[src/design/ptw_pkg.sv]
/*
 * Sv32 page-table walker shared definitions
 * address widths, PTE layout, miss/memory/TLB-update records and state encodings
 */
package ptw_pkg;

  // --------------------
  // Sv32 geometry
  // --------------------
  // virtual address width
  localparam int unsigned VLEN       = 32;
  // physical address width, 22-bit ppn plus 12-bit offset
  localparam int unsigned PLEN       = 34;
  localparam int unsigned PPN_W      = 22;
  // each of the two vpn slices
  localparam int unsigned VPN_W      = 10;
  localparam int unsigned PT_LEVELS  = 2;
  localparam int unsigned ASID_W     = 9;
  localparam int unsigned PTE_W      = 32;
  localparam int unsigned PAGE_OFS_W = 12;

  // --------------------
  // PTE format
  // --------------------
  // msb first, matches the architectural bit order
  typedef struct packed {
    logic [PPN_W-1:0] ppn;
    logic [1:0]       rsw;
    logic             d;
    logic             a;
    logic             g;
    logic             u;
    logic             x;
    logic             w;
    logic             r;
    logic             v;
  } pte_t;

  // --------------------
  // port records
  // --------------------
  // miss from the TLB, valid held until busy rises
  typedef struct packed {
    logic              valid;
    logic [VLEN-1:0]   vaddr;
    logic              is_instr;
    logic              is_store;
    logic [ASID_W-1:0] asid;
  } ptw_miss_t;

  // walker to memory, word-aligned read only
  typedef struct packed {
    logic            req;
    logic [PLEN-1:0] addr;
  } mem_req_t;

  // memory to walker
  typedef struct packed {
    logic             gnt;
    logic             rvalid;
    logic [PTE_W-1:0] rdata;
  } mem_rsp_t;

  // one-cycle refill for the TLB
  typedef struct packed {
    logic                       valid;
    logic [VLEN-PAGE_OFS_W-1:0] vpn;
    logic [ASID_W-1:0]          asid;
    // 4 MiB mapping found at the top level
    logic                       is_superpage;
    pte_t                       content;
  } tlb_update_t;

  // --------------------
  // encodings
  // --------------------
  typedef enum logic [1:0] {
    PTE_POINTER,
    PTE_LEAF_OK,
    PTE_FAULT
  } pte_verdict_e;

  typedef enum logic [2:0] {
    IDLE,
    WAIT_GRANT,
    PTE_LOOKUP,
    WAIT_RVALID,
    PROPAGATE_ERROR,
    LATENCY
  } ptw_state_e;

endpackage

[src/design/pte_check.sv]
/*
 * PTE checker: classifies one fetched Sv32 PTE as a pointer to the
 * next table, a leaf that grants the access, or a page fault
 */
module pte_check (
  input  ptw_pkg::pte_t         pte_i,
  input  logic                  level_i,
  input  logic                  is_instr_i,
  input  logic                  is_store_i,
  input  logic                  mxr_i,
  output ptw_pkg::pte_verdict_e verdict_o
);

  logic invalid;
  logic is_leaf;
  logic last_level;
  logic misaligned;
  logic fetch_ok;
  logic load_ok;
  logic store_ok;
  logic perm_ok;

  // --------------------
  // encoding checks
  // --------------------
  // v clear, or the reserved write-only encoding
  assign invalid    = !pte_i.v || (!pte_i.r && pte_i.w);
  // r or x marks a leaf, otherwise a pointer
  assign is_leaf    = pte_i.r || pte_i.x;
  // a pointer here has nowhere left to go
  assign last_level = (level_i == 1'(ptw_pkg::PT_LEVELS - 1));
  // superpage leaf must have ppn[0] slice zero
  assign misaligned = (level_i == 1'b0) && (pte_i.ppn[ptw_pkg::VPN_W-1:0] != '0);

  // --------------------
  // permission checks
  // --------------------
  // accessed bit is software managed, so a clear a always faults
  assign fetch_ok = pte_i.x && pte_i.a;
  // mxr lets loads read execute-only pages
  assign load_ok  = pte_i.a && (pte_i.r || (pte_i.x && mxr_i));
  // store also needs write and dirty already set
  assign store_ok = load_ok && pte_i.w && pte_i.d;

  always_comb begin
    if (is_instr_i) begin
      perm_ok = fetch_ok;
    end else if (is_store_i) begin
      perm_ok = store_ok;
    end else begin
      perm_ok = load_ok;
    end
  end

  // misaligned superpage folds into the fault verdict
  always_comb begin
    if (invalid) begin
      verdict_o = ptw_pkg::PTE_FAULT;
    end else if (!is_leaf) begin
      verdict_o = last_level ? ptw_pkg::PTE_FAULT : ptw_pkg::PTE_POINTER;
    end else if (misaligned || !perm_ok) begin
      verdict_o = ptw_pkg::PTE_FAULT;
    end else begin
      verdict_o = ptw_pkg::PTE_LEAF_OK;
    end
  end

endmodule

[src/design/ptw_fsm.sv]
/*
 * Sv32 walk state machine: accepts a TLB miss, issues up to two PTE reads,
 * follows pointers and emits one TLB update or one page-fault pulse
 */
module ptw_fsm (
  input  logic                        clk_i,
  input  logic                        rst_ni,
  input  logic                        flush_i,
  input  ptw_pkg::ptw_miss_t          miss_i,
  input  logic [ptw_pkg::PPN_W-1:0]   satp_ppn_i,
  input  ptw_pkg::mem_rsp_t           mem_rsp_i,
  input  ptw_pkg::pte_verdict_e       verdict_i,
  output ptw_pkg::mem_req_t           mem_req_o,
  output ptw_pkg::pte_t               pte_o,
  output logic                        level_o,
  output logic                        is_instr_o,
  output logic                        is_store_o,
  output ptw_pkg::tlb_update_t        tlb_update_o,
  output logic                        error_o,
  output logic                        busy_o
);

  ptw_pkg::ptw_state_e state_q, state_d;

  // walk control
  logic level_q, level_d;
  logic is_instr_q, is_instr_d;
  logic is_store_q, is_store_d;
  // any PTE seen on this walk had g set
  logic global_q, global_d;

  // walk payload
  logic [ptw_pkg::PLEN-1:0]                     pptr_q, pptr_d;
  logic [ptw_pkg::VLEN-ptw_pkg::PAGE_OFS_W-1:0] vpn_q, vpn_d;
  logic [ptw_pkg::ASID_W-1:0]                   asid_q, asid_d;

  // registered memory response
  logic                      rvalid_q;
  logic [ptw_pkg::PTE_W-1:0] rdata_q;
  ptw_pkg::pte_t             pte_q;
  ptw_pkg::pte_t             leaf_pte;

  logic update_valid;

  assign pte_q = ptw_pkg::pte_t'(rdata_q);

  // --------------------
  // outputs to the checker and the memory
  // --------------------
  assign pte_o      = pte_q;
  assign level_o    = level_q;
  assign is_instr_o = is_instr_q;
  assign is_store_o = is_store_q;

  // request follows the state and drops once the grant edge moves us on
  assign mem_req_o.req  = (state_q == ptw_pkg::WAIT_GRANT);
  assign mem_req_o.addr = pptr_q;

  assign busy_o = (state_q != ptw_pkg::IDLE);

  // --------------------
  // TLB update
  // --------------------
  // leaf content carries the global bit collected on the way down
  always_comb begin
    leaf_pte   = pte_q;
    leaf_pte.g = pte_q.g | global_q;
  end

  assign tlb_update_o.valid        = update_valid;
  assign tlb_update_o.vpn          = vpn_q;
  assign tlb_update_o.asid         = asid_q;
  // a leaf at the top table maps 4 MiB
  assign tlb_update_o.is_superpage = (level_q == 1'b0);
  assign tlb_update_o.content      = leaf_pte;

  // --------------------
  // next state
  // --------------------
  always_comb begin
    state_d      = state_q;
    level_d      = level_q;
    is_instr_d   = is_instr_q;
    is_store_d   = is_store_q;
    global_d     = global_q;
    pptr_d       = pptr_q;
    vpn_d        = vpn_q;
    asid_d       = asid_q;
    update_valid = 1'b0;
    error_o      = 1'b0;

    case (state_q)
      ptw_pkg::IDLE: begin
        if (miss_i.valid) begin
          level_d    = 1'b0;
          global_d   = 1'b0;
          is_instr_d = miss_i.is_instr;
          is_store_d = miss_i.is_store;
          vpn_d      = miss_i.vaddr[ptw_pkg::VLEN-1:ptw_pkg::PAGE_OFS_W];
          asid_d     = miss_i.asid;
          // root table from satp indexed by vpn[1] with 4-byte PTEs
          pptr_d     = {satp_ppn_i,
                        miss_i.vaddr[ptw_pkg::VLEN-1 -: ptw_pkg::VPN_W],
                        2'b00};
          state_d    = ptw_pkg::WAIT_GRANT;
        end
      end

      ptw_pkg::WAIT_GRANT: begin
        if (mem_rsp_i.gnt) begin
          state_d = ptw_pkg::PTE_LOOKUP;
        end
      end

      ptw_pkg::PTE_LOOKUP: begin
        // checker verdict is only meaningful with the registered rvalid
        if (rvalid_q) begin
          if (pte_q.g) begin
            global_d = 1'b1;
          end
          case (verdict_i)
            ptw_pkg::PTE_POINTER: begin
              // next table from the PTE indexed by vpn[0]
              level_d = level_q + 1'b1;
              pptr_d  = {pte_q.ppn, vpn_q[ptw_pkg::VPN_W-1:0], 2'b00};
              state_d = ptw_pkg::WAIT_GRANT;
            end
            ptw_pkg::PTE_LEAF_OK: begin
              update_valid = 1'b1;
              state_d      = ptw_pkg::LATENCY;
            end
            default: begin
              state_d = ptw_pkg::PROPAGATE_ERROR;
            end
          endcase
        end
      end

      ptw_pkg::PROPAGATE_ERROR: begin
        error_o = 1'b1;
        state_d = ptw_pkg::LATENCY;
      end

      // only reached after a flush with a read in flight
      ptw_pkg::WAIT_RVALID: begin
        if (rvalid_q) begin
          state_d = ptw_pkg::IDLE;
        end
      end

      ptw_pkg::LATENCY: begin
        state_d = ptw_pkg::IDLE;
      end

      default: begin
        state_d = ptw_pkg::IDLE;
      end
    endcase

    // --------------------
    // flush
    // --------------------
    // kill any pulse and drain an outstanding read before going idle
    if (flush_i) begin
      update_valid = 1'b0;
      error_o      = 1'b0;
      if (((state_q == ptw_pkg::WAIT_GRANT) && mem_rsp_i.gnt) ||
          ((state_q inside {ptw_pkg::PTE_LOOKUP, ptw_pkg::WAIT_RVALID}) && !rvalid_q)) begin
        state_d = ptw_pkg::WAIT_RVALID;
      end else begin
        state_d = ptw_pkg::LATENCY;
      end
    end
  end

  // --------------------
  // registers
  // --------------------
  always_ff @(posedge clk_i or negedge rst_ni) begin
    if (!rst_ni) begin
      state_q    <= ptw_pkg::IDLE;
      level_q    <= 1'b0;
      is_instr_q <= 1'b0;
      is_store_q <= 1'b0;
      global_q   <= 1'b0;
      rvalid_q   <= 1'b0;
    end else begin
      state_q    <= state_d;
      level_q    <= level_d;
      is_instr_q <= is_instr_d;
      is_store_q <= is_store_d;
      global_q   <= global_d;
      rvalid_q   <= mem_rsp_i.rvalid;
    end
  end

  // walk payload and the last read data
  always_ff @(posedge clk_i) begin
    pptr_q <= pptr_d;
    vpn_q  <= vpn_d;
    asid_q <= asid_d;
    if (mem_rsp_i.rvalid) begin
      rdata_q <= mem_rsp_i.rdata;
    end
  end

endmodule

[src/design/ptw_top.sv]
/*
 * Sv32 page-table walker top: walk state machine plus PTE checker
 */
module ptw_top (
  input  logic                      clk_i,
  input  logic                      rst_ni,
  input  logic                      flush_i,
  input  ptw_pkg::ptw_miss_t        miss_i,
  input  logic [ptw_pkg::PPN_W-1:0] satp_ppn_i,
  input  logic                      mxr_i,
  input  ptw_pkg::mem_rsp_t         mem_rsp_i,
  output ptw_pkg::mem_req_t         mem_req_o,
  output ptw_pkg::tlb_update_t      tlb_update_o,
  output logic                      error_o,
  output logic                      busy_o
);

  // --------------------
  // fsm to checker
  // --------------------
  ptw_pkg::pte_t         pte;
  logic                  level;
  logic                  is_instr;
  logic                  is_store;
  ptw_pkg::pte_verdict_e verdict;

  ptw_fsm u_fsm (
    .clk_i        (clk_i),
    .rst_ni       (rst_ni),
    .flush_i      (flush_i),
    .miss_i       (miss_i),
    .satp_ppn_i   (satp_ppn_i),
    .mem_rsp_i    (mem_rsp_i),
    .verdict_i    (verdict),
    .mem_req_o    (mem_req_o),
    .pte_o        (pte),
    .level_o      (level),
    .is_instr_o   (is_instr),
    .is_store_o   (is_store),
    .tlb_update_o (tlb_update_o),
    .error_o      (error_o),
    .busy_o       (busy_o)
  );

  // mxr goes straight to the checker, the fsm never looks at it
  pte_check u_check (
    .pte_i      (pte),
    .level_i    (level),
    .is_instr_i (is_instr),
    .is_store_i (is_store),
    .mxr_i      (mxr_i),
    .verdict_o  (verdict)
  );

endmodule

[config.mk]
export PLATFORM = sky130hd
export DESIGN_NAME = ptw_top
export DESIGN_NICKNAME = d
export VERILOG_FILES = /design/src/design/ptw_pkg.sv /design/src/design/pte_check.sv /design/src/design/ptw_fsm.sv /design/src/design/ptw_top.sv
export SDC_FILE = /design/constraint.sdc
export NUM_CORES = 1
export LEC_CHECK = 0
export BUFFER_PORTS_ARGS = -buffer_cell sky130_fd_sc_hd__buf_2
export CAP_MARGIN = 30
export CORE_MARGIN = 8
export CORE_UTILIZATION = 49
export DETAILED_ROUTE_END_ITERATION = 8
export GPL_TIMING_DRIVEN = 0
export HOLD_SLACK_MARGIN = 0.03
export PLACE_DENSITY_LB_ADDON = 0.2
export SLEW_MARGIN = 20
export SYNTH_ARGS = -nofsm -noshare
export SYNTH_HDL_FRONTEND = slang
export SYNTH_SLANG_ARGS = --single-unit
[constraint.sdc]
create_clock -name clk_i -period 6.25 [get_ports clk_i]
set_input_delay 0.3125 -clock clk_i [delete_from_list [all_inputs] [get_ports clk_i]]
set_output_delay 0.3125 -clock clk_i [all_outputs]
set_load 0.01 [all_outputs]
==> metrics.txt, run 1 <==
Synth Area in Compound Gates 3.20%; die width 106 um; antenna viol nets, final 0; leading cell type by number of instances after synthesis edfxtp_1; post-route setup TNS 0 ns; area leader, netlist edfxtp_1; CTS sink cnt 101; row count 33; root buf cell clkbuf_8; fin area 5340 um^2; CTS Buffer Depth 2; simple-gate share of the synthesized area 4.59%; Final HPWL DP 7370 um; core box area around 8100 um^2; iteration-0 DRC count of the detailed router 76; final setup skew about 0.015 ns; gr usage total 16.1%; Synth cell types 41; Vias 2486; DP Area 5140 um^2; Starting Density 49.5%; CTS Buf Count 9; relative slew slack 48.7%; final slew viol count 0; largest family of logic cells by synthesized area multiplexers; top cells by area, synth edfxtp_1 70%, mux2_1 9.0%, buf_4 6.4%; Routed WL approximately 9400 um; xor and xnor area share after synthesis 0%; # DRC 0; Final Core Density 66.3%; Mapped Cells 223; post-synthesis mux area share 9.61%; status complete, no violations; fraction of registers with async set/reset 7.92%; peak supply drop roughly 160 uV; vias in the first global route 2694; WP data required 5.94 ns; Reg clk slew, reported paths 0.10 ns; H-tree depth 3; Syn. warnings 0; Post-synth EDFFs 93; Leakage roughly 0.0023 uW; Fmax about 0.38 GHz; critical path's largest stage delay 0.55 ns; crit share post-route around 42%; critical path cell sequence or4_4 -> o41ai_4 -> nand3_2 -> nor4_2 -> buf_4 -> buf_2; worst-margin pin slew 0.770 ns; initial antenna violation count 0; number of I/O port buffers 189; DR pass1 iterations 6; Vias/cell 4.63; Overflow after GRT 0; # fillers a little over 600; met3 usage 5.26%; Syn-to-layout area delta 34.0%; flop and latch count out of synthesis about 100; Finish-stage setup viols 0; Max Fanout on Critical Path 3; worst min path class primary input to flip-flop; PwrDens between 300 and 400 nW/um^2; worst-skew pair later-pin latency approximately 0.36 ns; Top Ports 204; area occupied by multi-input gates 717 um^2; Die ar. 11300 um^2; startpoint types flip-flop; Most used DFF post-synth edfxtp_1; area of the mapped netlist ~4000 um^2; Antenna diodes 0; critical path type flip-flop to output pin; Crit path arrival time about 2.3 ns; M2 GR Usage roughly 30%; chip height 106 um; CP Capture Type output pin; global-route wire length before repair 13900 um; register area share after synthesis 75.1%; routed len/inst 17.5 um; Seq. cell area ~3000 um^2; post-CTS sizing 0; adder-cell share of the synthesized area 0%; GR peak layer met2; CTS tree built; top post-synthesis cells by count 93 x edfxtp_1, 34 x buf_4, 32 x mux2_1; top cell type's share of synthesized area 70.1%; share of cells above drive strength 1 58.8%; slowest CP cell or4_4; synthesized area per cell between 15 and 20 um^2; nets 531; final hold vios 0; max_cap viols 0; gpl congestion between 0.7 and 0.8; unrepaired setup endpoints after global routing no; met1 Resource Use GR 16.4%; minimum clock period 2.64 ns; pin count of the biggest net entering global routing 34
[flip-flops by register name, summed over array words and instances (netlist names), 3 cells and up]
name	count
u_fsm.pte_o	32
u_fsm.vpn_q	20
u_fsm.state_q	3
u_fsm.asid_q	9
u_fsm.pptr_q	32
[timing repair]
action,4_1_cts,5_1_grt
hold endpoints to repair,8,0
buffers inserted,0,0
hold buffers,1,0
[cells in the final DEF (no fill, tap or decap), types with 2 or more instances in the layout]
cell type / netlist / routed
buf_2: 4 / 193
edfxtp_1: 93 / 93
buf_4: 34 / 34
mux2_1: 32 / 32
clkbuf_8: 0 / 9
dfrtp_1: 8 / 8
nor2_1: 5 / 5
inv_1: 4 / 4
clkbuf_1: 1 / 2
or3_1: 2 / 2
and2_1: 2 / 2
mux2_2: 2 / 2
nor3_1: 2 / 2
nand2_1: 2 / 2
nor2b_1: 2 / 2
o21ai_0: 3 / 2
nand2b_1: 2 / 2
conb_1: 1 / 2
clkinvlp_4: 0 / 2
clkinv_2: 0 / 2
buf_16: 0 / 2
[path summary, 6_finish.rpt]
| path | slack [ns] | from | to | cells past startpoint |
|---|---|---|---|---|
| worst max-delay path | 3.61 | u_fsm.pte_o[12] | tlb_update_o[62] | 6 |
| worst min-delay path | 0.12 | miss_i[4] | u_fsm.asid_q[4] | 1 |
| worst max register to register | 3.89 | u_fsm.state_q[0] | u_fsm.pptr_q[20] | 8 |
| worst min register to register | 0.49 | u_fsm.is_store_o | u_fsm.is_store_o | 1 |
| max in group asynchronous | 5.73 | rst_ni | u_fsm.state_q[0] | 2 |
| min in group asynchronous | 0.35 | rst_ni | u_fsm.is_instr_o | 2 |
[layer usage]
metal  wire [um]  vias up  part of all wire, %
li1            -     1210                    -
met5           0        -                    0
met4         172        0                  1.8
met1        3440     1169                   37
met3         734       12                  7.8
met2        5040       95                   54
[power breakdown]
part	internal, uW	switching (uW)
sequential	844	36.3
combinational	157	183
clock	184	211
total	1190	431
[stage by stage]
step,power [uW],hold WS [ns],cells,setup WS [ns]
2_1_floorplan,1080,0.0169,224,2.55
3_3_place_gp,1220,0.168,518,1.16
3_5_place_dp,1240,0.172,520,3.84
4_1_cts,1640,0.106,537,3.59
5_1_grt,1690,0.101,537,3.40
6_report,1620,0.122,537,3.61
[cell families after synthesis]
kind of cell,Yosys count
compound gates,15
flops,101
mux,34
other cells,1
buf+inv,43
simple gates,29
[worst max-delay path, delay by kind of cell (launching register included)]
family,cells,cell delay [ns]
AOI/OAI and AO/OA,1,0.39
and+or+nand+nor,3,0.88
DFF,1,0.44
buffers and inverters,2,0.26
[area by class of cell]
cell class	instances	area share [%]
clock buffer	10	2.39
timing repair buffer	192	18.9
multi-input combinational	80	13.4
tap	105	2.46
buffer	39	5.23
clock inverter	6	1.20
sequential	101	56.1
inverter	4	0.281
No activity file was read; power rests on OpenSTA's default activity.
==> inputs of run 2 (changes only) <==
--- a/config.mk
+++ b/config.mk
@@ -5,10 +5,11 @@
 export SDC_FILE = /design/constraint.sdc
 export NUM_CORES = 1
 export LEC_CHECK = 0
+export ABC_AREA = 1
 export BUFFER_PORTS_ARGS = -buffer_cell sky130_fd_sc_hd__buf_2
 export CAP_MARGIN = 30
 export CORE_MARGIN = 8
-export CORE_UTILIZATION = 49
+export CORE_UTILIZATION = 41
 export DETAILED_ROUTE_END_ITERATION = 8
 export GPL_TIMING_DRIVEN = 0
 export HOLD_SLACK_MARGIN = 0.03
==> constraint.sdc (replaced) <==
create_clock -name clk_i -period 2.4 [get_ports clk_i]
set_input_delay 0.12 -clock clk_i [delete_from_list [all_inputs] [get_ports clk_i]]
set_output_delay 0.12 -clock clk_i [all_outputs]
set_load 0.01 [all_outputs]
==> metrics.txt, run 2 <==
post-CTS sizing 0 (unchanged); share of cells above drive strength 1 41.1% (-18 points); crit share post-route between 80% and 90%; vias in the first global route 3281 (+22%); Starting Density 41.4% (-8.1 points); final setup skew 0.00685 ns (-0.00779 ns); final worst setup slack 0.309 ns (-3.30 ns); reg2reg start u_fsm.state_q[0]; status complete, no violations; global-route wire length before repair 16500 um (+19%); commonest cells after routing, fill and taps aside 192 x buf_2, 116 x nand2_1, 93 x edfxtp_1, 86 x dlygate4sd3_1, 34 x buf_4; commonest non-fill, non-tap cell in the layout buf_2; worst-margin pin slew 0.793 ns (+0.0225 ns); row count 36 (+9.1%); root buf cell clkbuf_8; top cell type's share of synthesized area 70.7% (+0.60 points); M2 GR Usage 31.0% (+1.9 points); CTS Buf Count 9 (unchanged); final slew viol count 0 (unchanged); final hold vios 0 (unchanged); Synth cell types 21 (-49%); peak supply drop 416 uV (+160%); PwrDens 744 nW/um^2 (+150%); critical path type flip-flop to flip-flop; core box area 9550 um^2 (+19%); Worst Min Path Start flush_i; leading cell type by number of instances after synthesis nand2_1; initial antenna violation count 0 (unchanged); critical path cell sequence nor3_4 -> nand3_1 -> nand2_2; Final Core Density 64.4% (-1.9 points); Seq. cell area 2990 um^2 (unchanged); Final Power 4570 uW (+180%); WP data required 2.39 ns (-3.55 ns); Syn. warnings 0 (unchanged); Crit path arrival time 2.08 ns (-0.25 ns); CTS tree built; area of the mapped netlist 3950 um^2 (-0.85%); top post-synthesis cells by count 117 x nand2_1, 93 x edfxtp_1, 34 x buf_4; worst min path class primary input to flip-flop; Fmax 0.478 GHz; CTS sink cnt 101 (unchanged); Overflow after GRT 0 (unchanged); worst setup path start u_fsm.state_q[0]; Post-synth EDFFs 93 (unchanged); gr usage total 16.6% (+0.49 points); met3 usage 4.91% (-0.36 points); Max Fanout on Critical Path 32 (+29); routed len/inst 15.0 um (-14%); relative slew slack 47.0% (-1.7 points); Vias/cell 4.27 (-7.7%); pin count of the biggest net entering global routing 34 (unchanged); slowest CP cell nand2_2; Most used DFF post-synth edfxtp_1; minimum clock period between 2 and 2.5 ns; Mapped Cells 307 (+38%); met1 Resource Use GR 16.6% (+0.18 points); critical path's largest stage delay 0.62 ns (+0.07 ns); gpl congestion 0.765 (-0.31%); Setup Buffers After CTS 0 (unchanged); GR peak layer met2; Final HPWL DP 7400 um (+0.32%); Placement Setup Slack 0.265 ns (-3.58 ns); setup slack, reg-to-reg 0.31 ns (-3.58 ns); Routed WL 11000 um (+17%); CP Capture Type flip-flop; Reg clk slew, reported paths 0.09 ns (about the same); # fillers 747 (+20%); register area share after synthesis 75.8% (+0.64 points); worst path bufs/invs 0 (-2); unrepaired setup endpoints after global routing no; nets 698 (+31%); DR pass1 iterations 4 (-2); antenna viol nets, final 0 (unchanged); iteration-0 DRC count of the detailed router 139 (+83%); fraction of registers with async set/reset 7.92% (unchanged); Vias 3127 (+26%); Leakage 0.00281 uW (+22%); Syn-to-layout area delta 55.7%; startpoint types flip-flop; critical path's top delay family simple AND/OR/NAND/NOR gates; number of I/O port buffers 189 (unchanged); worst-skew pair later-pin latency 0.35 ns (about the same); area leader, netlist edfxtp_1; Die ar. 13000 um^2 (+16%); CTS Buffer Depth 2 (unchanged); H-tree depth 3 (unchanged); synthesized area per cell 12.9 um^2 (-28%); chip height 114 um (+7.5%); Top Ports 204 (unchanged); Finish-stage setup viols 0 (unchanged); # DRC 0 (unchanged); top cells by area, synth edfxtp_1 71%, nand2_1 11%, buf_4 6.5%; max_cap viols 0 (unchanged); Antenna diodes 0 (unchanged); die width 114 um (+7.5%); area occupied by multi-input gates 633 um^2 (-12%); flop and latch count out of synthesis 101 (unchanged)
[run 2: area by class of cell]
type,count,area share (%)
clock buffer,12,2.36
multi-input combinational,154,10.3
sequential,101,48.7
tap,133,2.71
clock inverter,4,1.20
buffer,40,4.58
timing repair buffer,275,29.4
inverter,13,0.794
[run 2: tightest hold or removal path: stages]
cell and delay (ns):
buf_2 0.10, nor3_1 0.05, a21oi_1 0.13
[run 2: cells by family after synthesis]
family / synth area share, %
other: 0.0949
AOI/OAI and AO/OA: 1.52
DFF: 75.8
and+or+nand+nor: 14.3
buffers and inverters: 8.36
[run 2: report_power, final]
group	internal (uW)	switching (uW)	leakage, uW
Clock	618	563	0.000111
Combinational	443	611	0.00173
Sequential	2230	107	0.000969
Total	3290	1280	0.00281
[run 2: worst paths after layout]
path                                         end  cells after the start
worst max-delay path            u_fsm.pptr_q[18]                      3
worst min-delay path            u_fsm.state_q[0]                      3
worst max register to register  u_fsm.pptr_q[18]                      3
worst min register to register  u_fsm.is_store_o                      2
max in group asynchronous       u_fsm.state_q[0]                      2
min in group asynchronous       u_fsm.is_store_o                      2
[run 2: stage by stage]
| step | cells | hold WS [ns] | TNS, ns | cell area (um^2) |
|---|---|---|---|---|
| 2_1_floorplan | 308 | -0.176 | 0 | 3950 |
| 3_3_place_gp | 630 | -0.0294 | -4.96 | 5070 |
| 3_5_place_dp | 630 | -0.0246 | 0 | 5070 |
| 4_1_cts | 732 | 0.0541 | 0 | 6150 |
| 5_1_grt | 732 | 0.0997 | 0 | 6150 |
| 6_report | 732 | 0.0818 | 0 | 6150 |
[run 2: timing repair]
action | in CTS | in global routing
endpoints found under the hold margin | 101 | 0
setup endpoints to repair | 0 | 0
hold buffers | 86 | 0
[run 2: metal layers]
| layer | share of wire (%) | vias up |
|---|---|---|
| li1 | - | 1563 |
| met1 | 38 | 1437 |
| met2 | 53 | 115 |
| met3 | 7.6 | 12 |
| met4 | 1.6 | 0 |
| met5 | 0 | - |
==> inputs of run 3 (changes only) <==
--- a/config.mk
+++ b/config.mk
@@ -17,4 +17,5 @@
 export SLEW_MARGIN = 20
 export SYNTH_ARGS = -nofsm -noshare
 export SYNTH_HDL_FRONTEND = slang
+export SYNTH_HIERARCHICAL = 1
 export SYNTH_SLANG_ARGS = --single-unit
==> metrics.txt, run 3 <==
status complete, no violations; largest family of logic cells by synthesized area simple AND/OR/NAND/NOR gates; Mapped Cells 332 (+8.1%); worst-margin pin slew 0.739 ns (-0.0540 ns); Synth cell types 23 (+9.5%); nets 726 (+4.0%); clock share of power 20.0% (-5.8 points); Antenna diodes 0 (unchanged); switching share of power 31.5% (+3.5 points); core box area 9730 um^2 (+1.9%); Comb power frac 30.6% (+7.6 points); Seq. cell area 2990 um^2 (unchanged); root buf cell clkbuf_8; max_cap viols 0 (unchanged); worst min path class primary input to flip-flop; simple-gate share of the synthesized area 16.5% (+2.2 points); area occupied by multi-input gates 726 um^2 (+15%); DR pass1 iterations 4 (unchanged); adder-cell share of the synthesized area 0% (unchanged); pin count of the biggest net entering global routing 34 (unchanged); share of cells above drive strength 1 40.8% (-0.24 points); gr usage total 16.8% (+0.27 points); CP Capture Type output pin; final std cells w/o fill 760 (+3.8%); flop and latch count out of synthesis 101 (unchanged); minimum clock period 2.07 ns (-0.0197 ns); gpl congestion 0.835 (+9.2%); final worst setup slack 0.329 ns (+0.0197 ns); Starting Density 42.2% (+0.85 points); relative slew slack 50.8% (+3.8 points); Most used DFF post-synth edfxtp_1; Vias/cell 4.32 (+1.1%); Vias 3281 (+4.9%); Routed WL 11400 um (+4.0%); area leader, netlist edfxtp_1; Die ar. 13500 um^2 (+3.4%); Reg power frac 49.4% (-1.7 points); row count 36 (unchanged); number of I/O port buffers 189 (unchanged); critical path type flip-flop to output pin; Post-synth EDFFs 93 (unchanged); xor and xnor area share after synthesis 0% (unchanged); top cells by area, synth edfxtp_1 68%, nand2_1 12%, buf_4 6.2%; post-synthesis mux area share 0% (unchanged); worst-skew pair later-pin latency 0.35 ns (about the same); chip height 116 um (+1.7%); CTS tree built; CTS Buf Count 9 (unchanged); Finish-stage setup viols 0 (unchanged); fin area 6320 um^2 (+2.8%); Crit path arrival time 1.95 ns (-0.13 ns); global-route wire length before repair 17500 um (+6.1%); Net Sw Power 1640 uW (+28%); Fmax 0.483 GHz (+0.95%); unrepaired setup endpoints after global routing no; Leakage 0.00295 uW (+5.0%); vias in the first global route 3558 (+8.4%); Syn-to-layout area delta 53.9%; peak supply drop 402 uV (-3.5%); top cell type's share of synthesized area 68.0% (-2.7 points); routed len/inst 15.1 um (+0.18%); placed cell count 656 (+4.1%); antenna viol nets, final 0 (unchanged); die width 116 um (+1.7%); area of the mapped netlist 4110 um^2 (+4.0%); H-tree depth 3 (unchanged); Reg clk slew, reported paths 0.09 ns (about the same); Max Fanout on Critical Path 3 (-91%); startpoint types flip-flop; # DRC 0 (unchanged); crit share post-route 86.3% (-0.82 points); commonest non-fill, non-tap cell in the layout buf_2; Final Core Density 65.0% (+0.57 points); WP data required 2.28 ns (-0.11 ns); CTS Buffer Depth 2 (unchanged); final hold vios 0 (unchanged); final slew viol count 0 (unchanged); Overflow after GRT 0 (unchanged); initial antenna violation count 0 (unchanged); top post-synthesis cells by count 130 x nand2_1, 93 x edfxtp_1, 34 x buf_4; fraction of registers with async set/reset 7.92% (unchanged); post-CTS sizing 0 (unchanged); commonest cells after routing, fill and taps aside 189 x buf_2, 130 x nand2_1, 93 x edfxtp_1, 87 x dlygate4sd3_1, 35 x buf_4; post-route setup TNS 0 ns (unchanged); register area share after synthesis 72.9% (-2.9 points); synthesized area per cell 12.4 um^2 (-3.8%); Final HPWL DP 7850 um (+6.1%); Syn. warnings 6 (+6); final setup skew 0.00613 ns (-0.000726 ns); DP Area 5260 um^2 (+3.8%); Pint 3550 uW (+7.9%); Placement Setup Slack 0.167 ns (-0.0976 ns); iteration-0 DRC count of the detailed router 163 (+17%); # fillers 769 (+2.9%); leading cell type by number of instances after synthesis nand2_1; CTS sink cnt 101 (unchanged); PwrDens 821 nW/um^2 (+10%); Top Ports 204 (unchanged); Synth Area in Compound Gates 0.822% (-0.70 points)
## run 3: cell types whose count changed in the layout (fill, tap and decap cells not counted), sizes merged, moves of 4 or more
cell / delta
buf: +5
nor2: +9
clkbuf: -4
nand2: +14
inv: +7
## run 3: layout make-up
cell class                 count  share of cell area (%)
clock inverter                 5                   0.812
sequential                   101                    47.4
tap                          133                    2.63
buffer                        40                    5.11
multi-input combinational    172                    11.5
timing repair buffer         278                    29.3
clock buffer                  11                    2.08
inverter                      20                    1.23
## run 3: power by group through the flow
| stage | logic (uW) | registers, uW | clock network (uW) |
|---|---|---|---|
| detailed placement | 1490 | 2600 | 0 |
| finish | 1590 | 2570 | 1040 |
| floorplan | 670 | 2730 | 0 |
| global route | 1750 | 2610 | 1130 |
| global placement | 1400 | 2610 | 0 |
| CTS | 1600 | 2570 | 1070 |
## run 3: critical path, cell delays in order, from the launching register on
cell and delay (ns):
edfxtp_1 0.43, nor2_1 0.16, nand3_1 0.14, o21bai_1 0.18, and2_1 0.15, inv_1 0.06, nor4_2 0.23, buf_4 0.14
buf_2 0.12
## run 3: layer usage
| layer | track usage (%) | vias up | wire [um] |
|---|---|---|---|
| met5 | 0 | - | 0 |
| met4 | 6.05 | 0 | 155 |
| met3 | 5.27 | 12 | 1120 |
| met2 | 29.7 | 144 | 5610 |
| met1 | 18.7 | 1492 | 4560 |
| li1 | - | 1633 | - |
## run 3: final timing paths
kind,startpoint,end,slack [ns],depth (start not counted)
max,u_fsm/pte_o[11],tlb_update_o[62],0.33,8
min,miss_i[43],u_fsm/is_instr_o,0.09,4
max reg2reg,u_fsm/pte_o[11],u_fsm/pptr_q[15],0.35,10
min reg2reg,u_fsm/global_q,u_fsm/global_q,0.48,2
max in group asynchronous,rst_ni,u_fsm/rvalid_q,2.09,2
min in group asynchronous,rst_ni,u_fsm/state_q[2],0.14,2
## run 3: cell families after synthesis
logic type             after synthesis
other                                1
buffers and inverters               60
flip-flops                         101
AND/OR/NAND/NOR                    165
AO/OA/AOI/OAI                        5
## run 3: metrics by stage
stage | hold slack [ns] | total power (uW)
after floorplan | -0.176 | 3400
after global placement | -0.0229 | 4010
after detailed placement | -0.0194 | 4090
after CTS | 0.0820 | 5240
after global routing | 0.116 | 5490
final | 0.0943 | 5190
## run 3: timing repair
| item | CTS | global route |
|---|---|---|
| endpoints found under the setup margin | 0 | 22 |
| buffers inserted | 0 | 1 |
| hold buffers | 87 | 0 |
| hold endpoints to repair | 95 | 0 |
